===== config.mk =====
export PLATFORM = sky130hd
export DESIGN_NAME = stage_fifo
export DESIGN_NICKNAME = d
export VERILOG_FILES = /design/src/hdl/mem_space_pkg.sv /design/src/hdl/stage_fifo.sv
export SDC_FILE = /design/constraint.sdc
export NUM_CORES = 1
export LEC_CHECK = 0
export BUFFER_PORTS_ARGS = -buffer_cell sky130_fd_sc_hd__buf_2
export CAP_MARGIN = 25
export CORE_AREA = 2 2 39 41
export DETAILED_ROUTE_END_ITERATION = 6
export DIE_AREA = 0 0 41 43
export PLACE_DENSITY_LB_ADDON = 0.3
export SYNTH_ARGS = -nofsm -noshare
export SYNTH_HDL_FRONTEND = slang
export SYNTH_SLANG_ARGS = --single-unit

===== constraint.sdc =====
create_clock -name clk_i -period 2.1 [get_ports clk_i]
set_input_delay 0.105 -clock clk_i [delete_from_list [all_inputs] [get_ports clk_i]]
set_output_delay 0.105 -clock clk_i [all_outputs]
set_load 0.02 [all_outputs]

===== src/hdl/mem_space_pkg.sv =====
/* Memory space shared definitions */

package mem_space_pkg;

    // ========================================
    // Widths and constants
    // ========================================
    localparam int ADDR_W    = 32;
    localparam int DATA_W    = 32;
    localparam int SEL_W     = 4;
    localparam int ATAG_W    = 2;
    localparam int PAGE_W    = 12;
    localparam int RAM_WORDS = 256;
    localparam int RAM_IDX_W = 8;
    localparam int CSR_NUM_W = 12;

    // Tag mask that marks a CSR instruction on the data port
    localparam logic [ATAG_W-1:0] ATAG_CSR_INSTR = 2'b01;

    // Region pages, top address bits
    localparam logic [PAGE_W-1:0] RAM_PAGE = 12'h800;
    localparam logic [PAGE_W-1:0] CSR_PAGE = 12'h400;

    // Machine trap CSRs
    localparam logic [CSR_NUM_W-1:0] CSR_MSCRATCH = 12'h340;
    localparam logic [CSR_NUM_W-1:0] CSR_MEPC     = 12'h341;
    localparam logic [CSR_NUM_W-1:0] CSR_MCAUSE   = 12'h342;
    localparam logic [CSR_NUM_W-1:0] CSR_MTVAL    = 12'h343;

    // Inter-stage FIFO sizing
    localparam int FIFO_DEPTH = 2;
    localparam int FIFO_PTR_W = (FIFO_DEPTH > 1) ? $clog2(FIFO_DEPTH) : 1;
    localparam int CREDIT_W   = $clog2(FIFO_DEPTH + 1);

    // ========================================
    // Types
    // ========================================
    typedef enum logic {
        PORT_CORE = 1'b0,
        PORT_DATA = 1'b1
    } port_e;

    typedef enum logic [1:0] {
        TGT_RAM   = 2'd0,
        TGT_CSR   = 2'd1,
        TGT_FAULT = 2'd2
    } target_e;

    typedef struct packed {
        logic              stb;
        logic              cyc;
        logic              we;
        logic [SEL_W-1:0]  sel;
        logic [ADDR_W-1:0] addr;
        logic [DATA_W-1:0] data;
        logic [ATAG_W-1:0] atag;
    } wb_req_t;

    typedef struct packed {
        logic              ack;
        logic              err;
        logic [DATA_W-1:0] data;
        logic              tag;
    } wb_rsp_t;

    typedef struct packed {
        port_e             src;
        logic              we;
        logic [SEL_W-1:0]  sel;
        logic [ADDR_W-1:0] addr;
        logic [DATA_W-1:0] data;
        logic [ATAG_W-1:0] atag;
    } mem_req_t;

    typedef struct packed {
        port_e                src;
        target_e              target;
        logic                 we;
        logic [SEL_W-1:0]     sel;
        logic [RAM_IDX_W-1:0] ram_idx;
        logic [CSR_NUM_W-1:0] csr_num;
        logic [DATA_W-1:0]    data;
        logic                 full_word;
    } dec_req_t;

    typedef struct packed {
        port_e             src;
        logic              err;
        logic [DATA_W-1:0] data;
        logic              tag;
    } mem_rsp_t;

    // Sender credit update: spend on push, refund on downstream pop
    function automatic logic [CREDIT_W-1:0] credit_next(
        input logic [CREDIT_W-1:0] cnt,
        input logic                spend,
        input logic                refund
    );
        case ({spend, refund})
            2'b10:   return cnt - 1'b1;
            2'b01:   return cnt + 1'b1;
            default: return cnt;
        endcase
    endfunction

endpackage


===== src/hdl/stage_fifo.sv =====
/* Credit-returning stage FIFO */

`timescale 1ns/1ps

module stage_fifo #(
    parameter type payload_t = logic
) (
    input  logic     clk_i,
    input  logic     rst_i,
    input  logic     push_i,
    input  payload_t push_data_i,
    input  logic     pop_i,
    output logic     valid_o,
    output payload_t pop_data_o,
    output logic     credit_o
);
    import mem_space_pkg::*;

    payload_t                mem [FIFO_DEPTH];
    logic [FIFO_PTR_W-1:0] wr_ptr_q;
    logic [FIFO_PTR_W-1:0] rd_ptr_q;
    logic [CREDIT_W-1:0]   count_q;
    logic                  pop;

    // Head is always visible
    assign valid_o    = (count_q != '0);
    assign pop_data_o = mem[rd_ptr_q];
    assign pop        = pop_i & valid_o;

    // One credit back per pop
    assign credit_o = pop;

    // Tail write
    always_ff @(posedge clk_i) begin
        if (push_i) begin
            mem[wr_ptr_q] <= push_data_i;
        end
    end

    always_ff @(posedge clk_i) begin
        if (rst_i) begin
            wr_ptr_q <= '0;
            rd_ptr_q <= '0;
            count_q  <= '0;
        end else begin
            if (push_i) begin
                wr_ptr_q <= (wr_ptr_q == FIFO_PTR_W'(FIFO_DEPTH - 1)) ? '0 : wr_ptr_q + 1'b1;
            end
            if (pop) begin
                rd_ptr_q <= (rd_ptr_q == FIFO_PTR_W'(FIFO_DEPTH - 1)) ? '0 : rd_ptr_q + 1'b1;
            end
            count_q <= count_q + CREDIT_W'(push_i) - CREDIT_W'(pop);
        end
    end

endmodule


After elaboration in Yosys (flattened, before gate mapping). Memories as Yosys holds them, arrays and structs flattened. A register that Yosys moved wholly into a read port is not among the register bits. Index checks and enable logic that the tools add are counted.

Register bits: 4. Bits in writable memories: 2. Input bits: 5. Output and inout port bits: 3. Memories kept: 1.

Add/sub/neg operators: 4. Muxes and demuxes: 6. Bitwise logic cells: 1. Reduce and logical (&&, ||, !) cells: 1.

Memories: mem (depth 2, width 1, read ports 1, clocked after memory_dff 1, write ports 1, RTL line stage_fifo.sv:19) `payload_t mem [FIFO_DEPTH];`.

Operators by type and width (count): 1-bit 2-to-1 mux (6); 1-bit adder, second input constant (2); 2-bit by 1-bit adder with 2-bit output (1); 2-bit nonzero test (1); 2-bit by 1-bit subtractor with 2-bit output (1); 1-bit AND (1).

Longest topological paths before layout.
Depth in word-level cells: 4. Gate-level depth with buffers: 6.

Worst setup path after synthesis. No wires, ideal clock.

Path type: register -> register. Start: register count_q[1]. End: register count_q[1]. Library setup time: 0.110 ns. Arrival: 1.277 ns. Data required time: 1.990 ns. Slack: 0.713 ns. Stages on the path, launching flop included: 7. Buffers on the path: 0. Clock period less this slack: 1.387 ns. Cell sequence: dfxtp_1 o21a_2 ha_1 inv_1 ha_1 xnor3_1 nor2_1.

Cells in the longest elaborated chain, start to end: 3.

Ends and longest elaborated chain: start: declaration (RTL line stage_fifo.sv:22) `logic [CREDIT_W-1:0] count_q;`; start signal: assignment (RTL line stage_fifo.sv:52) `count_q <= count_q + CREDIT_W'(push_i) - CREDIT_W'(pop);`; 2-bit nonzero test (RTL line stage_fifo.sv:26) `assign valid_o = (count_q != '0);`; 1-bit AND (RTL line stage_fifo.sv:28) `assign pop = pop_i & valid_o;`; via credit_o (RTL line stage_fifo.sv:15) `output logic credit_o`; 2-bit by 1-bit subtractor with 2-bit output (RTL line stage_fifo.sv:52).

The timed path passes the listed nets, and every way through them passes these cells. A chain may end at the register's enable or synchronous reset.

Worst setup path after layout.
Start: register count_q[1]. End: register count_q[1].

Cells in the longest elaborated chain, start to end: 3.

Ends and longest elaborated chain (RTL line): branches (longest 2 deep; another with 2-bit by 1-bit adder with 2-bit output); 2-bit by 1-bit subtractor with 2-bit output * (stage_fifo.sv:52).

Every way passes the cells marked *.

==> results.json <==
{
  "status": "complete, no violations",
  "syn_area_um2": 318,
  "yosys.cell_types.count": 14,
  "io_buffers": 7,
  "cp_max_fo": 4,
  "synth-simple-area-share_pct": 13.8,
  "die_h_um": 43,
  "fin_skew_ps": 1.59,
  "clock_latency_ps": 240,
  "place_area_um2": 373,
  "drt_iter0_drc": 1,
  "grt_pass1_vias": 217,
  "timing.final.crit_share_pct": 66.7,
  "rsz0062_at_grt": "no",
  "fin_nets": 44,
  "grt_max_degree": 6,
  "cellPowerDensity_nw_per_um2": 1340,
  "design_area_um2": 399,
  "finalSetupViolations": 0,
  "dr.pass1.iters": 2,
  "n_antenna_cell": 0,
  "wire_per_inst_um": 8.81,
  "seq_area_frac_synth_pct": 50.4,
  "clockPowerShare_pct": 21.8,
  "tightest_slew_ps": 137,
  "fin_tns_setup_ps": 0,
  "swShare_pct": 30.4,
  "hold_violations": 0,
  "worstHoldPathType": "in2reg",
  "cts_resized": 0,
  "synthCells": 25,
  "drc_errors": 0,
  "clkSinkCount": 7,
  "chipWidth_um": 41,
  "power_switching_w": 0.000163,
  "vdd_drop_max_v": 0.000458,
  "synth-xor-area-share_pct": 9.84,
  "hpwl_um": 399,
  "synth_warnings": 0,
  "cts_tree": "done",
  "worstPathRequired_ps": 2280,
  "start_util_pct": 23.0,
  "power.leakage_nw": 0.187,
  "drtAntennaViolNets": 0,
  "path_class": "reg2reg",
  "relSlewSlack_pct": 90.8,
  "start_kind": "flop",
  "avgSynthCellArea_um2": 12.7,
  "yosys.area_share.adder_pct": 7.87,
  "cp-end-kind": "flop",
  "grt_usage_pct": 7.68,
  "seq_power_share_pct": 36.7,
  "max_freq_mhz": 714,
  "syn-num-nets": 32,
  "die-area_um2": 1760,
  "cts_hold_buf": 0,
  "antenna_found_initial": 0,
  "clk_pin_slew_ps": 50,
  "via_count": 205,
  "gr-total-overflow": 0,
  "postCtsSetupBuffers": 0,
  "drive_gt1_share_pct": 36.1,
  "post-route-min-period_ps": 1400,
  "synthMuxAreaShare_pct": 13.0,
  "gp_congestion": 0.707,
  "synth_top_family_by_area": "simple AND/OR/NAND/NOR gates",
  "report.final.slew_viol_count": 0,
  "synth-compound-area-share_pct": 2.76,
  "combPwrFrac_pct": 41.4,
  "placementRows": 14,
  "intPower_w": 0.000372,
  "timing.max_cap.violations": 0,
  "report.power.total_w": 0.000535,
  "ys_seq_elements": 7,
  "routed_via_density": 3.94,
  "cts_buffers": 3,
  "clockBufferDepth": 2,
  "core_area_um2": 1380,
  "area_delta_synth_final_pct": 25.6,
  "htreeDepth": 1,
  "drt_wl_total_um": 458,
  "grt_pass1_wl_um": 855,
  "worstPathArrival_ps": 1580,
  "cts_root_buffer": "clkbuf_4",
  "num_io_pins": 8
}
## final timing paths
check	start	to	slack [ps]	depth (start not counted)
hold / removal	push_data_i	mem[1]	50	1
setup reg to reg	count_q[1]	count_q[1]	700	6
hold reg to reg	wr_ptr_q	wr_ptr_q	540	2
setup / recovery	count_q[1]	count_q[1]	700	6
## worst max-delay path, stage by stage, from the launching register on
cell and delay [ps]:
dfxtp_1 320, o21a_2 250, ha_1 290, inv_1 60, ha_1 140, xnor3_1 200, nor2_1 90
## cell usage after synthesis, drive strengths merged
cell type | instances | area share, %
dfxtp | 5 | 31
o21a | 1 | 2.8
nor2b | 2 | 3.9
xnor2 | 1 | 2.8
and2b | 1 | 2.4
edfxtp | 2 | 19
xnor3 | 1 | 7.1
or2 | 1 | 2.0
mux2 | 3 | 13
inv | 2 | 2.4
and2 | 1 | 2.0
nor2 | 3 | 3.5
ha | 2 | 7.9
## cell usage in the layout, fill, tap and decap left out, types with 2 or more instances in the layout
master | netlist | layout
nor2b_1 | 2 | 2
ha_1 | 2 | 2
nor2_1 | 3 | 3
clkbuf_4 | 0 | 3
edfxtp_1 | 2 | 2
mux2_4 | 2 | 2
dfxtp_1 | 5 | 5
inv_1 | 2 | 2
buf_2 | 0 | 7
## power by group through the flow
stage	sequential [W]	combinational, W	clock (W)
finish	0.000196	0.000222	0.000117
global placement	0.000195	0.000216	0
global route	0.000201	0.000248	0.000136
detailed placement	0.000199	0.000225	0
floorplan	0.000192	0.000180	0
CTS	0.000197	0.000226	0.000122
## cell type report
type,instances,area (um2)
clock buffers,4,26.3
repair buffers,7,35.0
fillers,151,985
inverters,2,7.51
multi-input cells,16,150
flip-flops and latches,7,160
well taps,16,20.0
## through the flow
step | setup WS, ps | util [%] | std cells | hold slack (ps)
after floorplan | 713 | - | 25 | 177
after global placement | 746 | 26.9 | 48 | 296
after detailed placement | 701 | 26.9 | 48 | 299
after CTS | 681 | 28.8 | 52 | 49.2
after global routing | 602 | 28.8 | 52 | 30.2
final | 699 | 28.8 | 52 | 53.7
## layer usage
layer / GRT usage [%] / up-vias / share of wire (%)
met5: 0 / - / 0
met4: 6.00 / 0 / 0
met3: 4.71 / 0 / 5.5
met2: 11.6 / 4 / 58
met1: 6.89 / 96 / 36
li1: - / 105 / -
## logic make-up after synthesis
kind of cell / count (synthesis)
xor+xnor: 2
fa+ha+maj: 2
mux: 3
flops: 7
compound gates: 1
simple gates: 8
buf+inv: 2
(Power assumes the default switching activity.)
