**config.mk**
```make
export PLATFORM = sky130hd
export DESIGN_NAME = req_arbiter
export DESIGN_NICKNAME = d
export VERILOG_FILES = /design/src/hdl/mem_space_pkg.sv /design/src/hdl/req_arbiter.sv
export SDC_FILE = /design/constraint.sdc
export NUM_CORES = 1
export LEC_CHECK = 0
export BUFFER_PORTS_ARGS = -buffer_cell sky130_fd_sc_hd__buf_2
export CAP_MARGIN = 20
export CORE_AREA = 3 3 86 88
export DETAILED_ROUTE_END_ITERATION = 12
export DIE_AREA = 0 0 89 91
export PLACE_DENSITY = 0.68
export SLEW_MARGIN = 20
export SYNTH_ARGS = -nofsm -noshare
export SYNTH_HDL_FRONTEND = slang
export SYNTH_SLANG_ARGS = --single-unit
```
**constraint.sdc**
```tcl
create_clock -name clk_i -period 2 [get_ports clk_i]
set_input_delay 0 -clock clk_i [delete_from_list [all_inputs] [get_ports clk_i]]
set_output_delay 0 -clock clk_i [all_outputs]
set_load 0.01 [all_outputs]
```
**src/hdl/mem_space_pkg.sv**
```systemverilog
/* Memory space shared definitions */

package mem_space_pkg;

    // ========================================
    // Widths and constants
    // ========================================
    localparam int ADDR_W    = 32;
    localparam int DATA_W    = 32;
    localparam int SEL_W     = 4;
    localparam int ATAG_W    = 2;
    localparam int PAGE_W    = 12;
    localparam int RAM_WORDS = 256;
    localparam int RAM_IDX_W = 8;
    localparam int CSR_NUM_W = 12;

    // Tag mask that marks a CSR instruction on the data port
    localparam logic [ATAG_W-1:0] ATAG_CSR_INSTR = 2'b01;

    // Region pages, top address bits
    localparam logic [PAGE_W-1:0] RAM_PAGE = 12'h800;
    localparam logic [PAGE_W-1:0] CSR_PAGE = 12'h400;

    // Machine trap CSRs
    localparam logic [CSR_NUM_W-1:0] CSR_MSCRATCH = 12'h340;
    localparam logic [CSR_NUM_W-1:0] CSR_MEPC     = 12'h341;
    localparam logic [CSR_NUM_W-1:0] CSR_MCAUSE   = 12'h342;
    localparam logic [CSR_NUM_W-1:0] CSR_MTVAL    = 12'h343;

    // Inter-stage FIFO sizing
    localparam int FIFO_DEPTH = 2;
    localparam int FIFO_PTR_W = (FIFO_DEPTH > 1) ? $clog2(FIFO_DEPTH) : 1;
    localparam int CREDIT_W   = $clog2(FIFO_DEPTH + 1);

    // ========================================
    // Types
    // ========================================
    typedef enum logic {
        PORT_CORE = 1'b0,
        PORT_DATA = 1'b1
    } port_e;

    typedef enum logic [1:0] {
        TGT_RAM   = 2'd0,
        TGT_CSR   = 2'd1,
        TGT_FAULT = 2'd2
    } target_e;

    typedef struct packed {
        logic              stb;
        logic              cyc;
        logic              we;
        logic [SEL_W-1:0]  sel;
        logic [ADDR_W-1:0] addr;
        logic [DATA_W-1:0] data;
        logic [ATAG_W-1:0] atag;
    } wb_req_t;

    typedef struct packed {
        logic              ack;
        logic              err;
        logic [DATA_W-1:0] data;
        logic              tag;
    } wb_rsp_t;

    typedef struct packed {
        port_e             src;
        logic              we;
        logic [SEL_W-1:0]  sel;
        logic [ADDR_W-1:0] addr;
        logic [DATA_W-1:0] data;
        logic [ATAG_W-1:0] atag;
    } mem_req_t;

    typedef struct packed {
        port_e                src;
        target_e              target;
        logic                 we;
        logic [SEL_W-1:0]     sel;
        logic [RAM_IDX_W-1:0] ram_idx;
        logic [CSR_NUM_W-1:0] csr_num;
        logic [DATA_W-1:0]    data;
        logic                 full_word;
    } dec_req_t;

    typedef struct packed {
        port_e             src;
        logic              err;
        logic [DATA_W-1:0] data;
        logic              tag;
    } mem_rsp_t;

    // Sender credit update: spend on push, refund on downstream pop
    function automatic logic [CREDIT_W-1:0] credit_next(
        input logic [CREDIT_W-1:0] cnt,
        input logic                spend,
        input logic                refund
    );
        case ({spend, refund})
            2'b10:   return cnt - 1'b1;
            2'b01:   return cnt + 1'b1;
            default: return cnt;
        endcase
    endfunction

endpackage

```
**src/hdl/req_arbiter.sv**
```systemverilog
/* Request arbiter */

`timescale 1ns/1ps

module req_arbiter (
    input  logic                    clk_i,
    input  logic                    rst_i,
    input  mem_space_pkg::wb_req_t  core_req_i,
    input  mem_space_pkg::wb_req_t  data_req_i,
    input  logic                    credit_i,
    input  logic                    core_done_i,
    input  logic                    data_done_i,
    output logic                    push_o,
    output mem_space_pkg::mem_req_t push_data_o
);
    import mem_space_pkg::*;

    wb_req_t             req [2];
    logic [1:0]          done;
    logic [1:0]          start;
    logic [1:0]          grant;
    logic [1:0]          pend_q;
    logic [1:0]          busy_q;
    logic [CREDIT_W-1:0] credit_q;
    logic                has_credit;
    port_e               src;

    // Ports indexed by port_e
    assign req[PORT_CORE]  = core_req_i;
    assign req[PORT_DATA]  = data_req_i;
    assign done[PORT_CORE] = core_done_i;
    assign done[PORT_DATA] = data_done_i;

    // ========================================
    // Grant, data before core
    // ========================================
    assign has_credit       = (credit_q != '0);
    assign grant[PORT_DATA] = pend_q[PORT_DATA] & has_credit;
    assign grant[PORT_CORE] = pend_q[PORT_CORE] & ~pend_q[PORT_DATA] & has_credit;
    assign src              = grant[PORT_DATA] ? PORT_DATA : PORT_CORE;
    assign push_o           = |grant;

    // Request fields are held stable by the master until ack/err
    always_comb begin
        push_data_o.src  = src;
        push_data_o.we   = req[src].we;
        push_data_o.sel  = req[src].sel;
        push_data_o.addr = req[src].addr;
        push_data_o.data = req[src].data;
        push_data_o.atag = req[src].atag;
    end

    // ========================================
    // Per-port request tracking
    // ========================================
    for (genvar p = 0; p < 2; p++) begin : g_port
        // New request, first strobe seen while idle
        assign start[p] = req[p].stb & req[p].cyc & ~pend_q[p] & ~busy_q[p];

        always_ff @(posedge clk_i) begin
            if (rst_i) begin
                pend_q[p] <= 1'b0;
                busy_q[p] <= 1'b0;
            end else begin
                // Pending until issued, retried every cycle
                if (start[p]) begin
                    pend_q[p] <= 1'b1;
                end else if (grant[p]) begin
                    pend_q[p] <= 1'b0;
                end
                // In flight until the router sees strobe fall
                if (grant[p]) begin
                    busy_q[p] <= 1'b1;
                end else if (done[p]) begin
                    busy_q[p] <= 1'b0;
                end
            end
        end
    end

    // Credits for the request FIFO
    always_ff @(posedge clk_i) begin
        if (rst_i) begin
            credit_q <= CREDIT_W'(FIFO_DEPTH);
        end else begin
            credit_q <= credit_next(credit_q, push_o, credit_i);
        end
    end

endmodule

```
### After elaboration in Yosys (flattened, before gate mapping)

Cells that the tools add are included.

* register bits after elaboration: 6
* word-level logic and storage cells: 44

* mux-type cells: 13
* order comparisons: 1
* equality and inequality tests: 2
* bitwise logic cells: 14
* add/subtract/negate cells: 2
* reductions and logical operators: 7

Operators by type and width (number)
* 71-bit 2-to-1 mux: 3
* 2-bit nonzero test: 6
* 1-bit bitwise AND: 9
* 1-bit 2-to-1 mux: 9
* 1-bit NOT: 4
* 2-bit case mux with 2 select lines: 1
* 2-bit by 1-bit adder with 2-bit output, second input constant: 1
* 2-bit by 1-bit == test with 1-bit output, second input constant: 1
* 2-bit == test, second input constant: 1
* 2-bit >= comparator, second input constant: 1
* 1-bit NOT with 2-bit output: 1
* 2-bit OR reduction: 1
* 2-bit by 1-bit subtractor with 2-bit output, second input constant: 1

### Longest topological paths before layout

Gate-level depths: netlist of run 1.

* depth in word-level cells: 7
* depth in mapped cells: 6
* mapped depth without buffers: 5

### Least setup slack after synthesis of run 1

Ideal clock, no wire load.

* path type: register to register
* start: reg credit_q[0]
* end: reg credit_q[1]
* slack: 0.410 ns
* clock period less this slack: 1.590 ns
* data arrival time: 1.457 ns
* library setup time: 0.132 ns
* cell stages (with the launch flop): 6
* cells stage by stage: dfxtp_1 -> clkbuf_2 -> o22ai_1 -> ha_1 -> o21ai_0 -> or3b_2

* word-level cells in the longest chain between the ends: 5
* elaborated cells on any way between the ends: 10

Ends and longest elaborated chain
* start, declared: RTL line req_arbiter.sv:24 `logic [CREDIT_W-1:0] credit_q;`
* start signal, assigned: RTL line req_arbiter.sv:84 `credit_q <= CREDIT_W'(FIFO_DEPTH);`
* start signal, assigned: RTL line req_arbiter.sv:86 `credit_q <= credit_next(credit_q, push_o, credit_i);`
* 2-bit nonzero test: RTL line req_arbiter.sv:37 `assign has_credit = (credit_q != '0);`
* 1-bit bitwise AND (on tied branches): RTL line req_arbiter.sv:39, req_arbiter.sv:38
* 2-bit OR reduction: RTL line req_arbiter.sv:41 `assign push_o = |grant;`
* 2-bit by 1-bit == test with 1-bit output / 2-bit == test (equally long branches): RTL line mem_space_pkg.sv:99 `case ({spend, refund})`
* 2-bit case mux with 2 select lines / 2-bit nonzero test (equally long branches)

Several ways; a longest one is shown, not always the timed one.
A chain may end at the register's enable or synchronous reset.

==> reports/qor.yml, run 1 <==
outcome:
  outcome: "complete, no violations"
worst_setup_path:
  startpoint_type: "flip-flop"
  crit_type: "reg -> out"
  cp_data_arrival_time_ns: 1.74
  cp_max_fo: 35
  required_ns: 2.00
  r2r_slack_ns: 0.33
  critPathCaptureType: "primary output"
clock_network:
  clock-sinks: 6
  cts_hold_buffers: 0
  clock_latency_ns: 0.22
  clkTransAtPathRegs_ns: 0.04
  cts_tree: "built"
  cts_buffers: 3
  h-tree-depth: 1
  cts_setup_buffers: 0
  cts-root-buf: "clkbuf_8"
  post_cts_resized: 0
  cts_buffer_depth: 2
timing:
  relSlewSlack_pct: 71.75
  grt_setup_unrepaired: "no"
  skew_ns: 0.002211
  worst_slew_pin_slew_ns: 0.4238
  max_freq_ghz: 0.5740
  hold_viol_final: 0
  finalCritPeriodShare_pct: 87.11
  tns_ns: 0
  timing_max_transition_violations_final: 0
  post-route-min-period_ns: 1.742
  setup_viol: 0
placement:
  dp_hpwl_um: 4802
  gp_congestion: 0.7933
  io_buffers: 223
yosys:
  syn-cell-area_um2: 1154
  ys_types: 18
  ys_ff_latch: 6
  yosysSeqAreaShare_pct: 10.41
  synth_nets: 261
  netlist.area_leader.share_pct: 69.31
  postSynthAreaPerCell_um2: 10.58
  syn-instance-count: 109
  post_synth_main_area_contributors: "mux2_2 69%, dfxtp_1 10%, buf_6 4.9%, buf_4 2.0%, or3b_2 1.5%"
  synth.largest_area_cell: "mux2_2"
  yosys_warnings: 0
die:
  initial_utilization_pct: 17.17
  die_y_um: 91
  core_um2: 6719
  boundaryPins: 224
  die_area_um2: 8099
  fp-row-count: 30
  die_x_um: 89
global_route:
  grt_pass1_wl_um: 7424
  grt_max_degree: 39
  antenna_found_initial: 0
  first_global_vias: 1647
  grtUsageTotal_pct: 11.13
  overflow: 0
cells_and_area:
  drive_above_1_share_pct: 92.07
  regArea_um2: 120.1
  final_util_pct: 35.05
  layout_common_cells: "223 x buf_2, 71 x mux2_2, 6 x dfxtp_1, 4 x inv_1, 3 x clkbuf_8"
  area_delta_synth_final_pct: 104.1
  diodes: 0
  n_fill_cell: 694
  final_common_cell: "buf_2"
  final_net_count: 482
  multi_input_area_um2: 934.6
drt:
  ant_nets: 0
  drc_errors: 0
  vias: 1675
  wl_per_cell_um: 13.14
  dr.pass1.iters: 2
  wirelength_um: 5361
  drt_iter0_drc: 14
  vias_per_cell: 4.105
power:
  vdd_ir_drop_max_mv: 0.6156
  p_leak_uw: 0.001325
  powerDensity_nw_per_um2: 465.3
flow_run:
  maxCapViolations: 0
worst_hold_path:
  hp-class: "in -> reg"
[power breakdown]
| part | internal, uW | switching [uW] | total (uW) | leakage [uW] |
|---|---|---|---|---|
| Combinational | 422 | 323 | 744 | 0.00125 |
| Sequential | 141 | 30.0 | 171 | 0.0000495 |
| Clock | 129 | 51.1 | 180 | 0.0000216 |
| Total | 692 | 404 | 1100 | 0.00133 |
[state kept, by name, indices dropped and copies added, names as in the netlist]
register,count
pend_q,2
credit_q,2
busy_q,2
[cell families after synthesis]
group	Yosys count	share of synthesized area, %
AND/OR/NAND/NOR	9	4.773
AO/OA/AOI/OAI	7	4.339
XOR/XNOR	2	1.519
adder cells (fa/ha/maj)	1	1.084
multiplexers	71	69.31
buffers and inverters	13	8.567
flip-flops	6	10.41
[metrics by stage]
stage / hold slack, ns / setup WS, ns / instances / area (um2) / power [uW]
finish: 0.01934 / 0.2577 / 408 / 2355 / 1096
global route: 0.03596 / 0.1675 / 408 / 2355 / 1177
CTS: 0.01675 / 0.2390 / 408 / 2355 / 1111
detailed placement: 0.2467 / 0.3432 / 405 / 2313 / 923.1
global placement: 0.2379 / 0.3942 / 405 / 2313 / 906.3
floorplan: 0.06907 / 0.4103 / 109 / 1154 / 610.9
[cell usage after synthesis]
cell type and instances:
xor2_1 2, nor2_1 2, o21ai_4 1, buf_6 5, o22ai_1 1, o21ai_0 1
nor3b_1 1, inv_1 4, nand2b_1 2, dfxtp_1 6, nor3_1 2, a31oi_1 2
clkbuf_2 1, mux2_2 71, ha_1 1, or3b_2 2, a21oi_1 2, buf_4 3
[area by class of cell]
| class | count | area share [%] |
|---|---|---|
| timing repair buffer | 225 | 48.57 |
| multi-input combinational | 90 | 39.69 |
| sequential | 6 | 5.101 |
| clock buffer | 3 | 1.753 |
| tap | 80 | 4.251 |
| inverter | 4 | 0.6376 |
[worst max-delay path: stages, from the launching register on]
cell and delay [ns]:
dfxtp_1 0.36, o21ai_4 0.20, buf_4 0.40, mux2_2 0.39, buf_2 0.15
[routing by layer]
metal | vias up | GRT usage (%) | wire [um]
met5 | - | 0 | 0
met4 | 0 | 1.241 | 53
met3 | 4 | 1.906 | 591
met2 | 109 | 22.03 | 2776
met1 | 719 | 12.27 | 1940
li1 | 843 | - | -
[final timing paths]
path,start,to,depth (start not counted)
setup reg to reg,credit_q[0]$_SDFFE_PP0P_,credit_q[1]$_SDFFE_PP1P_,5
hold / removal,rst_i,busy_q[0]$_SDFFE_PP0P_,2
hold reg to reg,busy_q[1]$_SDFFE_PP0P_,busy_q[1]$_SDFFE_PP0P_,2
setup / recovery,credit_q[1]$_SDFFE_PP1P_,push_data_o[10],4
No activity file was read; power rests on OpenSTA's default activity.
==> run 2, diff against run 1 <==
--- a/config.mk
+++ b/config.mk
@@ -6,11 +6,13 @@
 export NUM_CORES = 1
 export LEC_CHECK = 0
 export BUFFER_PORTS_ARGS = -buffer_cell sky130_fd_sc_hd__buf_2
-export CAP_MARGIN = 20
-export CORE_AREA = 3 3 86 88
+export CAP_MARGIN = 10
+export CELL_PAD_IN_SITES_DETAIL_PLACEMENT = 1
+export CELL_PAD_IN_SITES_GLOBAL_PLACEMENT = 1
+export CORE_MARGIN = 3
+export CORE_UTILIZATION = 15
 export DETAILED_ROUTE_END_ITERATION = 12
-export DIE_AREA = 0 0 89 91
-export PLACE_DENSITY = 0.68
+export PLACE_DENSITY = 0.84
 export SLEW_MARGIN = 20
 export SYNTH_ARGS = -nofsm -noshare
 export SYNTH_HDL_FRONTEND = slang
==> run 2 against run 1 <==
Effect of this change:
- fmax up 1.0%
- hold slack better by 0.0014 ns
- wire length up 15%
- clock-buffer cell count unchanged
- core utilization down 2.8 points
- final area up 1.0%
==> reports/qor.yml, run 2 (same netlist as run 1, synthesis figures left out) <==
clock_network:
  cts_buffer_depth: 2
  post_cts_resized: 0
  clock_latency_ns: 0.22
  cts_hold_buffers: 0
  clock-sinks: 6
  clkTransAtPathRegs_ns: 0.03
  cts_buffers: 3
  cts_setup_buffers: 0
  h-tree-depth: 1
  cts-root-buf: "clkbuf_8"
  cts_tree: "built"
worst_setup_path:
  r2r_slack_ns: 0.28
  r2r-end: "credit_q[1]$_SDFFE_PP1P_"
  startpoint_type: "flip-flop"
  cp_data_arrival_time_ns: 1.82
  required_ns: 2.09
  startpoint: "credit_q[0]$_SDFFE_PP0P_"
  cp_max_fo: 5
  worstPathCellList: "o22ai_1 > ha_1 > xor2_1 > o21ai_0 > or3b_2"
  max_stage_delay_ns: 0.46
  r2r_cells: 5
  crit_type: "reg -> reg"
  critPathCaptureType: "flip-flop"
  slowest_stage: "or3b_2"
  r2r_start: "credit_q[0]$_SDFFE_PP0P_"
power:
  clockPowerShare_pct: 16.3
  pwr-share-comb_pct: 68.3
  vdd_ir_drop_max_mv: 0.4247
  seqPwrFrac_pct: 15.5
  p_switching_uw: 413.2
  p_leak_uw: 0.001325
  switching_share_pct: 37.38
  powerDensity_nw_per_um2: 464.7
  power.internal_uw: 692.1
  finalPower_uw: 1105
placement:
  gp_congestion: 0.7539
  io_buffers: 223
  pre_cts_slack_ns: 0.2635
  dp_hpwl_um: 5639
drt:
  ant_nets: 0
  wirelength_um: 6165
  drt_iter0_drc: 7
  drc_errors: 0
  wl_per_cell_um: 14.44
  vias: 1759
  vias_per_cell: 4.119
  dr.pass1.iters: 3
outcome:
  outcome: "complete, no violations"
timing:
  hold_viol_final: 0
  tns_ns: 0
  setup_slack_ns: 0.2750
  skew_ns: 0.001496
  grt_setup_unrepaired: "no"
  max_freq_ghz: 0.5797
  relSlewSlack_pct: 75.20
  setup_viol: 0
  worst_slew_pin_slew_ns: 0.3721
  post-route-min-period_ns: 1.725
  timing_max_transition_violations_final: 0
  finalCritPeriodShare_pct: 86.25
worst_hold_path:
  min_to: "busy_q[0]$_SDFFE_PP0P_"
  hp-class: "in -> reg"
  whs_path_depth: 2
  hold_path.startpoint: "rst_i"
die:
  die_y_um: 93.70
  fp-row-count: 31
  die_x_um: 93.70
  initial_utilization_pct: 15.65
  die_area_um2: 8779
  boundaryPins: 224
  core_um2: 7370
global_route:
  first_global_vias: 1869
  use_met2_pct: 25.25
  grt_pass1_wl_um: 8500
  grt_use_met1_pct: 11.90
  antenna_found_initial: 0
  top_usage_layer: "met2"
  grtUsageTotal_pct: 12.20
  grt_max_degree: 44
  overflow: 0
  grtUsageMet3_pct: 2.324
flow_run:
  maxCapViolations: 0
cells_and_area:
  final_net_count: 482
  n_fill_cell: 945
  reg_top3: "busy_q: 2 flops, credit_q: 2 flops, pend_q: 2 flops"
  area_delta_synth_final_pct: 106.2
  diodes: 0
  drive_above_1_share_pct: 92.07
  layout_common_cells: "223 x buf_2, 71 x mux2_2, 6 x dfxtp_1, 4 x inv_1, 3 x clkbuf_8"
  final_common_cell: "buf_2"
  final_util_pct: 32.28
==> run 2: cell counts in the layout (fill, tap and decap cells not counted) <==
No cell type changed its count.
==> run 2: metrics by stage <==
stage	hold WS, ns	cell area [um2]	instances
after floorplan	0.06907	1154	109
after global placement	0.2391	2337	424
after detailed placement	0.2545	2337	424
after CTS	0.01608	2379	427
after global routing	0.04206	2379	427
final	0.02071	2379	427
==> run 2: critical path: cells and delay by family (launching register included) <==
family	cells	cell delay, ns
DFF	1	0.45
adders and majority gates	1	0.21
and+or+nand+nor	1	0.46
xor gates and xnor gates	1	0.16
AOI/OAI and AO/OA	2	0.32
==> run 2: final cells by class <==
class,instances,area [um2],area share [%]
Tap cell,99,123.9,5.208
Sequential cell,6,120.1,5.050
Multi-Input combinational cell,90,934.6,39.30
Clock buffer,3,41.29,1.736
Inverter,4,15.01,0.6312
Timing Repair Buffer,225,1144,48.08
==> run 2: power groups by stage <==
stage	Clock [uW]	Sequential [uW]	Combinational (uW)
after floorplan	0	157	454
after global placement	0	169	736
after detailed placement	0	173	764
after CTS	188	171	768
after global routing	191	173	822
final	180	171	754
==> run 2: how the worst max path moves through the flow <==
| stage | endpoint | cells after the start |
|---|---|---|
| after detailed placement | credit_q[1]$_SDFFE_PP1P_ | 5 |
| final | credit_q[1]$_SDFFE_PP1P_ | 5 |
| after global routing | credit_q[1]$_SDFFE_PP1P_ | 5 |
| after global placement | credit_q[1]$_SDFFE_PP1P_ | 5 |
| after floorplan | credit_q[1]$_SDFFE_PP1P_ | 5 |
| after CTS | credit_q[1]$_SDFFE_PP1P_ | 5 |
==> run 2: metal layers <==
layer  wire length [um]  part of all wire [%]
met5                  0                     0
met4                 55                  0.89
met3                598                   9.7
met2               3506                    57
met1               2004                    33
