**config.mk**
```make
export PLATFORM = sky130hd
export DESIGN_NAME = resp_router
export DESIGN_NICKNAME = d
export VERILOG_FILES = /design/src/hdl/mem_space_pkg.sv /design/src/hdl/resp_router.sv
export SDC_FILE = /design/constraint.sdc
export NUM_CORES = 1
export LEC_CHECK = 0
export BUFFER_PORTS_ARGS = -buffer_cell sky130_fd_sc_hd__buf_2
export CAP_MARGIN = 20
export CORE_MARGIN = 2
export CORE_UTILIZATION = 35
export DETAILED_ROUTE_END_ITERATION = 10
export PLACE_DENSITY_LB_ADDON = 0.05
export SYNTH_ARGS = -nofsm -noshare
export SYNTH_HDL_FRONTEND = slang
export SYNTH_SLANG_ARGS = --single-unit
```
**constraint.sdc**
```tcl
create_clock -name clk_i -period 2.8 [get_ports clk_i]
set_input_delay 0.28 -clock clk_i [delete_from_list [all_inputs] [get_ports clk_i]]
set_output_delay 0.28 -clock clk_i [all_outputs]
set_load 0.005 [all_outputs]
```
**src/hdl/mem_space_pkg.sv**
```systemverilog
/* Memory space shared definitions */

package mem_space_pkg;

    // ========================================
    // Widths and constants
    // ========================================
    localparam int ADDR_W    = 32;
    localparam int DATA_W    = 32;
    localparam int SEL_W     = 4;
    localparam int ATAG_W    = 2;
    localparam int PAGE_W    = 12;
    localparam int RAM_WORDS = 256;
    localparam int RAM_IDX_W = 8;
    localparam int CSR_NUM_W = 12;

    // Tag mask that marks a CSR instruction on the data port
    localparam logic [ATAG_W-1:0] ATAG_CSR_INSTR = 2'b01;

    // Region pages, top address bits
    localparam logic [PAGE_W-1:0] RAM_PAGE = 12'h800;
    localparam logic [PAGE_W-1:0] CSR_PAGE = 12'h400;

    // Machine trap CSRs
    localparam logic [CSR_NUM_W-1:0] CSR_MSCRATCH = 12'h340;
    localparam logic [CSR_NUM_W-1:0] CSR_MEPC     = 12'h341;
    localparam logic [CSR_NUM_W-1:0] CSR_MCAUSE   = 12'h342;
    localparam logic [CSR_NUM_W-1:0] CSR_MTVAL    = 12'h343;

    // Inter-stage FIFO sizing
    localparam int FIFO_DEPTH = 2;
    localparam int FIFO_PTR_W = (FIFO_DEPTH > 1) ? $clog2(FIFO_DEPTH) : 1;
    localparam int CREDIT_W   = $clog2(FIFO_DEPTH + 1);

    // ========================================
    // Types
    // ========================================
    typedef enum logic {
        PORT_CORE = 1'b0,
        PORT_DATA = 1'b1
    } port_e;

    typedef enum logic [1:0] {
        TGT_RAM   = 2'd0,
        TGT_CSR   = 2'd1,
        TGT_FAULT = 2'd2
    } target_e;

    typedef struct packed {
        logic              stb;
        logic              cyc;
        logic              we;
        logic [SEL_W-1:0]  sel;
        logic [ADDR_W-1:0] addr;
        logic [DATA_W-1:0] data;
        logic [ATAG_W-1:0] atag;
    } wb_req_t;

    typedef struct packed {
        logic              ack;
        logic              err;
        logic [DATA_W-1:0] data;
        logic              tag;
    } wb_rsp_t;

    typedef struct packed {
        port_e             src;
        logic              we;
        logic [SEL_W-1:0]  sel;
        logic [ADDR_W-1:0] addr;
        logic [DATA_W-1:0] data;
        logic [ATAG_W-1:0] atag;
    } mem_req_t;

    typedef struct packed {
        port_e                src;
        target_e              target;
        logic                 we;
        logic [SEL_W-1:0]     sel;
        logic [RAM_IDX_W-1:0] ram_idx;
        logic [CSR_NUM_W-1:0] csr_num;
        logic [DATA_W-1:0]    data;
        logic                 full_word;
    } dec_req_t;

    typedef struct packed {
        port_e             src;
        logic              err;
        logic [DATA_W-1:0] data;
        logic              tag;
    } mem_rsp_t;

    // Sender credit update: spend on push, refund on downstream pop
    function automatic logic [CREDIT_W-1:0] credit_next(
        input logic [CREDIT_W-1:0] cnt,
        input logic                spend,
        input logic                refund
    );
        case ({spend, refund})
            2'b10:   return cnt - 1'b1;
            2'b01:   return cnt + 1'b1;
            default: return cnt;
        endcase
    endfunction

endpackage

```
**src/hdl/resp_router.sv**
```systemverilog
/* Response router */

`timescale 1ns/1ps

module resp_router (
    input  logic                    clk_i,
    input  logic                    rst_i,
    input  logic                    valid_i,
    input  mem_space_pkg::mem_rsp_t rsp_i,
    input  logic                    core_stb_i,
    input  logic                    data_stb_i,
    output logic                    pop_o,
    output mem_space_pkg::wb_rsp_t  core_rsp_o,
    output mem_space_pkg::wb_rsp_t  data_rsp_o,
    output logic                    core_done_o,
    output logic                    data_done_o
);
    import mem_space_pkg::*;

    wb_rsp_t    hold_q [2];
    logic [1:0] stb;
    logic [1:0] held;
    logic [1:0] done;

    assign stb[PORT_CORE] = core_stb_i;
    assign stb[PORT_DATA] = data_stb_i;

    // Next response waits while its port still shows ack/err
    assign pop_o = valid_i & ~held[rsp_i.src];

    for (genvar p = 0; p < 2; p++) begin : g_port
        assign held[p] = hold_q[p].ack | hold_q[p].err;
        // Master dropped strobe, transaction over
        assign done[p] = held[p] & ~stb[p];

        always_ff @(posedge clk_i) begin
            if (rst_i) begin
                hold_q[p].ack <= 1'b0;
                hold_q[p].err <= 1'b0;
            end else if (pop_o && (rsp_i.src == port_e'(p))) begin
                hold_q[p].ack <= ~rsp_i.err;
                hold_q[p].err <= rsp_i.err;
            end else if (done[p]) begin
                hold_q[p].ack <= 1'b0;
                hold_q[p].err <= 1'b0;
            end
        end

        // Read data and tag
        always_ff @(posedge clk_i) begin
            if (pop_o && (rsp_i.src == port_e'(p))) begin
                hold_q[p].data <= rsp_i.data;
                hold_q[p].tag  <= rsp_i.tag;
            end
        end
    end

    // Ack/err masked by strobe
    always_comb begin
        core_rsp_o     = hold_q[PORT_CORE];
        core_rsp_o.ack = hold_q[PORT_CORE].ack & core_stb_i;
        core_rsp_o.err = hold_q[PORT_CORE].err & core_stb_i;
        data_rsp_o     = hold_q[PORT_DATA];
        data_rsp_o.ack = hold_q[PORT_DATA].ack & data_stb_i;
        data_rsp_o.err = hold_q[PORT_DATA].err & data_stb_i;
    end

    assign core_done_o = done[PORT_CORE];
    assign data_done_o = done[PORT_DATA];

endmodule

```
Word level (Yosys, flattened, before mapping)
Memories as Yosys holds them, arrays and structs flattened. Cells that the tools add are included.

Magnitude comparators: 1. Reduce and logical (&&, ||, !) cells: 2. Bitwise operators: 22. Multiplexer cells: 28.

Operator list (count): two-way mux 1 bit (28); bitwise OR 1 bit (10); AND 1 bit (7); inverter 1 bit (5); logical AND 1 bit (2); < comparator 1 x 2 -> 1 bit (second input constant) (1).

RAM bits: 70. Register bits: 0. Memories: 1.

Memories: hold_q (words 2, width 35, rd ports 2, clocked after memory_dff 0, wr ports 2, RTL line resp_router.sv:20) `wb_rsp_t hold_q [2];`.

Longest topological paths before layout
Gate-level depths: netlist of the first run. An unclocked memory read counts as a cell.

Depth in word-level cells: 12. Gate-level depth with buffers: 3.

Least setup slack after synthesis of the first run
No wires, ideal clock.

Path kind: flip-flop to flip-flop. From: memory hold_q[0][33] (netlist bit). To: memory hold_q[0][33] (netlist bit) (enable). Clock period less this slack: 1.861 ns. Arrival: 1.564 ns. Setup slack: 0.939 ns. Library setup time: 0.297 ns. Required time: 2.503 ns. Cell stages (with the launch flop): 4. Cell sequence: edfxtp_1 or4b_4 inv_2 or3_1.

RTL lines (RTL line): start, declared (resp_router.sv:20).

==> results.md, run 1 <==
* Status: complete, no violations
* Sw power at 447 uW
* Horiz. Die Dim at 92.5 um
* DRT Wirelength at 4.68 mm
* Post-Route Skew at 0.00576 ns
* # DRC at 0
* CP delay by family, top: simple AND/OR/NAND/NOR gates
* H-tree Lvls at 3
* Root buf cell: clkbuf_8
* Fin crit share at 67.5%
* Mux cell area share after synthesis at 0%
* Post-synthesis xor/xnor area fraction at 0%
* Final Hold Slack at 0.131 ns
* R2R depth at 3
* Setup crit end kind: flop
* Most area-hungry cell type in the Yosys netlist: edfxtp_1
* Seq/Total Area, Yosys at 76.7%
* GR Overflow Total at 0
* GRT Total Usage at 11.2%
* Syn Nets at 197
* Largest family of logic cells by synthesized area: buffers and inverters
* Area Overhead vs Synth at 14.8%
* DR iter-0 viols at 38
* Core Footprint at 7650 um^2
* WP buf/inv at 2
* Post-synthesis cell type count at 14
* Peak VDD IR at 0.319 mV
* Total CTS buffers at 9
* Power per cell area at 674 nW/um^2
* WP data arrival at 1.93 ns
* RSZ-0062 raised after global routing: no
* Sequential Power Share at 57.6%
* Slew margin rel. at 60.4%
* Nets at 257
* Met1 Wirelength at 1.89 mm
* Critical path startpoint: hold_q[0][33]
* First-pass GRT wire length at 6.87 mm
* Lkg Pwr at 0.00127 uW
* Vias per inst at 4.07
* Resized cells post-CTS at 0
* Synth area leaders: edfxtp_1, buf_4, o21ba_2
* Hold Buf Count CTS at 0
* Biggest register: hold_q
* Maximum number of pins on one net before global-route repair at 28
* Met3 Wirelength at 495 um
* TritonRoute pass-1 iters at 4
* Setup TNS at 0 ns
* Clk pin slew, worst setup/hold paths at 0.07 ns
* FP Rows at 32
* Flop-to-flop setup slack at 0.91 ns
* Synth top area share at 76.7%
* Share of layout cells above drive strength 1 at 61.3%
* Initial antenna violation count at 0
* Worst Setup EP: hold_q[0][4]
* Final number of hold-violating endpoints at 0
* Top layer in use: met4
* Required @ worst endpoint at 2.84 ns
* Internal power at 1670 uW
* Adder-Cell Fraction of Synth Area at 0%
* IO Port Bufs at 112
* Clk_lat worst skew at 0.33 ns
* Net Sw Frac at 21.1%
* Critical Path Slowest Stage Cell: or4b_4
* Critical-path cell list: or4b_4 > inv_2 > buf_4
* Synth Warn # at 0
* Startpoint Class: flop
* Vias at 1,319
* Crit path depth at 3
* Initial Util at 35.8%
* Clock sink count at 70
* Reg2reg end: hold_q[0][4]
* Max FFs per register at 70
* Met2 routed WL at 2.20 mm
* Area fraction in and, or, nand and nor cells after synthesis at 3.88%
* Mapped cell area at 2740 um^2
* Clk buf depth at 2
* Final ANT Viol Nets at 0
* Final Wtd Congestion at 0.742
* Final WS setup at 0.909 ns
* Die area at 8550 um^2
* Avg Synthesized Cell Area at 17.4 um^2
* Non-filler cells, final at 324
* Final max-slew violation count at 0
* Final HPWL DP at 3.40 mm
* Commonest non-fill, non-tap cell in the layout: buf_2
* Max-Cap Viols at 0
* Comb power frac at 6.0%
* Max incr delay on CP at 0.58 ns
* Tightest Pin Transition at 0.593 ns
* CP Class: reg -> reg
* Die height at 92.5 um
* Most frequent cells in the layout: buf_2, edfxtp_1, clkbuf_8
* Dpl ws at 0.879 ns
* Final Critical Period at 1.89 ns
* Dpl cells at 308
* Final Setup Violations at 0
* Top Ports at 113
* Post-CTS Setup Inserts at 0
* Vias in the first global route at 1,354
* CP max FO at 17
* Post-Syn Instances at 157
* CTS tree: done
* FMAX at 529 MHz
* DR WL/cell at 14.4 um
* Largest registers: hold_q: 70 flops
* RR Startpoint: hold_q[0][33]
* Post-synthesis compound-gate area fraction at 1.01%
* Ant diodes at 0
* Synthesis-stage register bit count at 70
* Hold Path Class: in -> reg
* Clk pwr share at 36.3%
logic make-up after synthesis:
kind of cell           count (synthesis)
buffers and inverters                 68
AO/OA/AOI/OAI                          3
flip-flops                            70
AND/OR/NAND/NOR                       16
worst min path at each step:
stage	end	startpoint	slack (ns)	depth (start not counted)
2_1_floorplan	hold_q[0][0]	rsp_i[0]	0.38	0
5_1_grt	hold_q[1][20]	rsp_i[20]	0.10	1
3_3_place_gp	hold_q[0][30]	rsp_i[30]	0.47	1
6_report	hold_q[0][20]	rsp_i[20]	0.13	1
4_1_cts	hold_q[0][20]	rsp_i[20]	0.11	1
3_5_place_dp	hold_q[1][3]	rsp_i[3]	0.47	1
metal layers:
| layer | up-vias | global-route usage [%] |
|---|---|---|
| li1 | 619 | - |
| met1 | 615 | 12.2 |
| met2 | 76 | 17.3 |
| met3 | 9 | 4.96 |
| met4 | 0 | 7.84 |
| met5 | - | 0 |
final cells by class:
type,instances,area (um^2)
Fill cell,733,4500
Inverter,2,7.51
Tap cell,102,128
Clock buffer,9,124
Sequential cell,70,2100
Clock inverter,7,65.1
Timing Repair Buffer,115,583
Multi-Input combinational cell,19,134
stage by stage:
stage | area, um^2 | utilization (%) | total power (uW)
detailed placement | 2950 | 38.6 | 1380
CTS | 3140 | 41.1 | 2140
global placement | 2950 | 38.6 | 1370
floorplan | 2740 | - | 1330
global route | 3140 | 41.1 | 2200
finish | 3140 | 41.1 | 2120
cell usage after synthesis:
master / count
edfxtp_1: 70
buf_4: 66
and2_1: 3
nor3_1: 3
or3_1: 3
inv_2: 2
nor2_1: 2
o21ba_2: 2
and2_2: 1
nand2b_1: 1
nand4bb_1: 1
nor3b_1: 1
o21a_1: 1
or4b_4: 1
power groups by stage:
stage / clock [uW] / sequential (uW) / combinational (uW)
finish: 770 / 1220 / 128
CTS: 789 / 1220 / 132
global placement: 0 / 1240 / 129
floorplan: 0 / 1240 / 86.9
detailed placement: 0 / 1240 / 132
global route: 834 / 1230 / 143
Note: power is estimated with default switching activity, not from simulation.
==> run 2: changes to the inputs <==
Clock period 2.8 ns to 1.88 ns, I/O delays scaled along.
==> run 2 against run 1 <==
Compared with the run above:
- routed wire length is 3.6% lower
- cell count grew 0.31%
- critical path type unchanged
- sequential power rose by 49%
- power grew 57%
- largest cell class unchanged
- first-iteration DRC count rose by 45%
- design area increased by 1.7%
- combinational power increased by 52%
- clock skew about the same
- worst setup slack worse by 0.73 ns
==> results.md, run 2 (same netlist as run 1, synthesis figures left out) <==
* CP delay by family, top: simple AND/OR/NAND/NOR gates
* Max-Cap Viols at 0
* Share of layout cells above drive strength 1 at 61.9%
* Critical Path Slowest Stage Cell: or4b_4
* CP Class: reg -> reg
* Reg area at 2100 um^2
* Final Wtd Congestion at 0.707
* Biggest register: hold_q
* Fillcell total at 715
* GRT Total Usage at 11.0%
* WP data arrival at 1.74 ns
* Root buf cell: clkbuf_8
* Multi-input gate area at 134 um^2
* Max FFs per register at 70
* R2R depth at 3
* Commonest non-fill, non-tap cell in the layout: buf_2
* Area Overhead vs Synth at 16.7%
* Hold Path Class: in -> reg
* Post-Route Skew at 0.00561 ns
* Initial Util at 35.8%
* DR WL/cell at 13.9 um
* Dpl cells at 309
* Ant diodes at 0
* Final number of hold-violating endpoints at 0
* Final ANT Viol Nets at 0
* Clock sink count at 70
* Slew margin rel. at 81.0%
* GR Overflow Total at 0
* Critical-path cell list: or4b_4 > inv_2 > buf_12
* Tightest Pin Transition at 0.286 ns
* Startpoint Class: flop
* Hold Buf Count CTS at 0
* Die height at 92.5 um
* Setup TNS at 0 ns
* RSZ-0062 raised after global routing: no
* Setup crit end kind: flop
* Post-layout util at 41.8%
* Final Critical Period at 1.70 ns
* Final max-slew violation count at 0
* Lkg Pwr at 0.00129 uW
* CP max FO at 22
* Maximum number of pins on one net before global-route repair at 23
* Nets at 258
* H-tree Lvls at 3
* DR iter-0 viols at 55
* Horiz. Die Dim at 92.5 um
* TritonRoute pass-1 iters at 4
* Hold Path Cell Cnt at 1
* Top Ports at 113
* FP Rows at 32
* Vias in the first global route at 1,343
* Status: complete, no violations
* Largest registers: hold_q: 70 flops
* Total CTS buffers at 9
* Clk_lat worst skew at 0.34 ns
* Crit path depth at 3
* Clk pin slew, worst setup/hold paths at 0.08 ns
* Post-CTS Setup Inserts at 0
* Max incr delay on CP at 0.57 ns
* IO Port Bufs at 112
* Final Setup Violations at 0
* DRT Wirelength at 4.51 mm
* Die area at 8550 um^2
* Fin crit share at 90.6%
* Core Footprint at 7650 um^2
* Power per cell area at 1040 nW/um^2
* # DRC at 0
* Non-filler cells, final at 325
* FMAX at 587 MHz
* First-pass GRT wire length at 6.81 mm
* CTS tree: done
* Initial antenna violation count at 0
* Required @ worst endpoint at 1.92 ns
* Peak VDD IR at 0.387 mV
* WP buf/inv at 2
* Resized cells post-CTS at 0
* Most frequent cells in the layout: buf_2, edfxtp_1, clkbuf_8
* Vias at 1,295
* Clk buf depth at 2
* Vias per inst at 3.98
## run 2: cell count changes in the layout (fill, tap and decap cells not counted)
cell	change
clkinv_1	-1
clkinvlp_4	+1
inv_6	+1
buf_12	+1
clkinv_2	-2
bufinv_16	+1
## run 2: stage by stage
stage	power [uW]	area [um^2]	hold WS (ns)	setup WS (ns)
after floorplan	1980	2740	0.287	0.0192
after global placement	2050	2970	0.377	0.201
after detailed placement	2050	2970	0.379	0.174
after CTS	3380	3200	0.0106	0.150
after global routing	3470	3200	0.00362	0.104
final	3330	3200	0.0330	0.177
## run 2: final cells by class
| cell class | instances | area share, % |
|---|---|---|
| clock inverters | 7 | 3.05 |
| clock buffers | 9 | 3.88 |
| repair buffers | 116 | 18.9 |
| multi-input cells | 19 | 4.19 |
| flip-flops and latches | 70 | 65.8 |
| well taps | 102 | 3.99 |
| inverters | 2 | 0.235 |
## run 2: path summary, 6_finish.rpt
kind	start	endpoint	slack, ns
worst max-delay path	hold_q[0][33]	hold_q[0][8]	0.18
worst min-delay path	rsp_i[11]	hold_q[1][11]	0.03
worst max register to register	hold_q[0][33]	hold_q[0][8]	0.18
worst min register to register	hold_q[0][34]	hold_q[0][34]	0.75
## run 2: report_power, final
| part | internal (uW) | switching [uW] |
|---|---|---|
| combinational | 94.8 | 99.7 |
| sequential | 1800 | 19.9 |
| clock | 750 | 563 |
## run 2: metal layers
metal	up-vias	track usage [%]	wire length, um
li1	617	-	-
met2	67	17.8	2250
met5	-	0	0
met4	0	5.22	69
met1	603	12.4	1850
met3	8	4.88	339
==> run 3: changes to the inputs <==
Settings changed: RECOVER_POWER set to 50.
==> run 3 against run 2 <==
Compared with the run above:
- critical path depth stayed put
- clock-buffer cell count unchanged
- maximum frequency barely moved
- routed wire length rose by 0.51%
- critical path type unchanged
- design area down 1.2%
- largest cell class unchanged
- first-iteration DRC count increased by 1.8%
- non-clock buffer count is the same
- power fell by 0.22%
- largest power group unchanged
- die area did not move
- global-route usage unchanged
==> results.md, run 3 (same netlist as run 1, synthesis figures left out) <==
* Largest registers: hold_q: 70 flops
* Slew margin rel. at 80.9%
* Vias at 1,294
* Nets at 258
* FMAX at 587 MHz
* CP Class: reg -> reg
* Hold Buf Count CTS at 0
* Biggest register: hold_q
* Final ANT Viol Nets at 0
* Clk_lat worst skew at 0.34 ns
* GR Overflow Total at 0
* Clk buf depth at 2
* Max-Cap Viols at 0
* Final Hold Slack at 0.0332 ns
* IO Port Bufs at 112
* Horiz. Die Dim at 92.5 um
* Lkg Pwr at 0.00120 uW
* Initial antenna violation count at 0
* Finished Cell Area at 3160 um^2
* DRT Wirelength at 4.53 mm
* Area Overhead vs Synth at 15.3%
* Post-Route Skew at 0.00521 ns
* Tightest Pin Transition at 0.287 ns
* WP data arrival at 1.74 ns
* Clock sink count at 70
* TritonRoute pass-1 iters at 4
* CTS tree: done
* Required @ worst endpoint at 1.92 ns
* DR iter-0 viols at 56
* FP Rows at 32
* RSZ-0062 raised after global routing: no
* Peak VDD IR at 0.385 mV
* Final max-slew violation count at 0
* Status: complete, no violations
* Top Ports at 113
* Die area at 8550 um^2
* Final Critical Period at 1.70 ns
* Post-CTS Setup Inserts at 0
* Share of layout cells above drive strength 1 at 48.0%
* Vias in the first global route at 1,343
* Core Footprint at 7650 um^2
* Die height at 92.5 um
* Setup TNS at 0 ns
* Final Setup Violations at 0
* Setup crit end kind: flop
* Ant diodes at 0
* Clk pin slew, worst setup/hold paths at 0.08 ns
* Power per cell area at 1050 nW/um^2
* Total CTS buffers at 9
* H-tree Lvls at 3
* DR WL/cell at 13.9 um
* Root buf cell: clkbuf_8
* Max FFs per register at 70
* Commonest non-fill, non-tap cell in the layout: buf_2
* Maximum number of pins on one net before global-route repair at 23
* First-pass GRT wire length at 6.81 mm
* Cell Area, Placed at 2970 um^2
* Vias per inst at 3.98
* Final number of hold-violating endpoints at 0
* CP max FO at 22
* Resized cells post-CTS at 0
* Final Wtd Congestion at 0.707
* # DRC at 0
* Initial Util at 35.8%
* Fin crit share at 90.6%
* GRT Total Usage at 11.0%
* Most frequent cells in the layout: buf_2, edfxtp_1, clkbuf_1, clkbuf_8
* Hold Path Class: in -> reg
* Startpoint Class: flop
-- run 3: cell type report --
type | instances | area, um^2
clock buffer | 9 | 124
tap | 102 | 128
multi-input combinational | 19 | 134
timing repair buffer | 116 | 564
sequential | 70 | 2100
fill | 730 | 4490
clock inverter | 7 | 97.6
inverter | 2 | 7.51
-- run 3: worst paths after layout --
kind	startpoint	endpoint	slack (ns)	cells after the start
min reg2reg	hold_q[0][34]	hold_q[0][34]	0.75	2
max	hold_q[0][33]	hold_q[0][8]	0.18	3
max reg2reg	hold_q[0][33]	hold_q[0][8]	0.18	3
min	rsp_i[20]	hold_q[0][20]	0.03	1
-- run 3: per-layer routing --
metal | part of all wire, % | vias to the layer above | track usage (%) | wire (um)
li1 | - | 618 | - | -
met1 | 41 | 601 | 12.4 | 1850
met2 | 50 | 67 | 17.8 | 2250
met3 | 7.9 | 8 | 4.88 | 360
met4 | 1.5 | 0 | 5.22 | 69
met5 | 0 | - | 0 | 0
-- run 3: metrics by stage --
step	total power (uW)	util [%]	setup slack, ns	instances
after CTS	3380	41.8	0.150	325
after floorplan	1980	-	0.0192	157
after global placement	2050	38.9	0.201	309
after detailed placement	2050	38.9	0.174	309
after global routing	3460	41.3	0.104	325
final	3320	41.3	0.177	325
-- run 3: worst max-delay path, stage by stage, from the launching register on --
cell      delay, ns
edfxtp_1       0.43
or4b_4         0.57
inv_2          0.19
buf_12         0.21
-- run 3: power by group --
part | total (uW) | switching [uW] | internal, uW
combinational | 187 | 100 | 87.2
sequential | 1820 | 20.2 | 1800
clock | 1310 | 563 | 750
total | 3320 | 683 | 2630
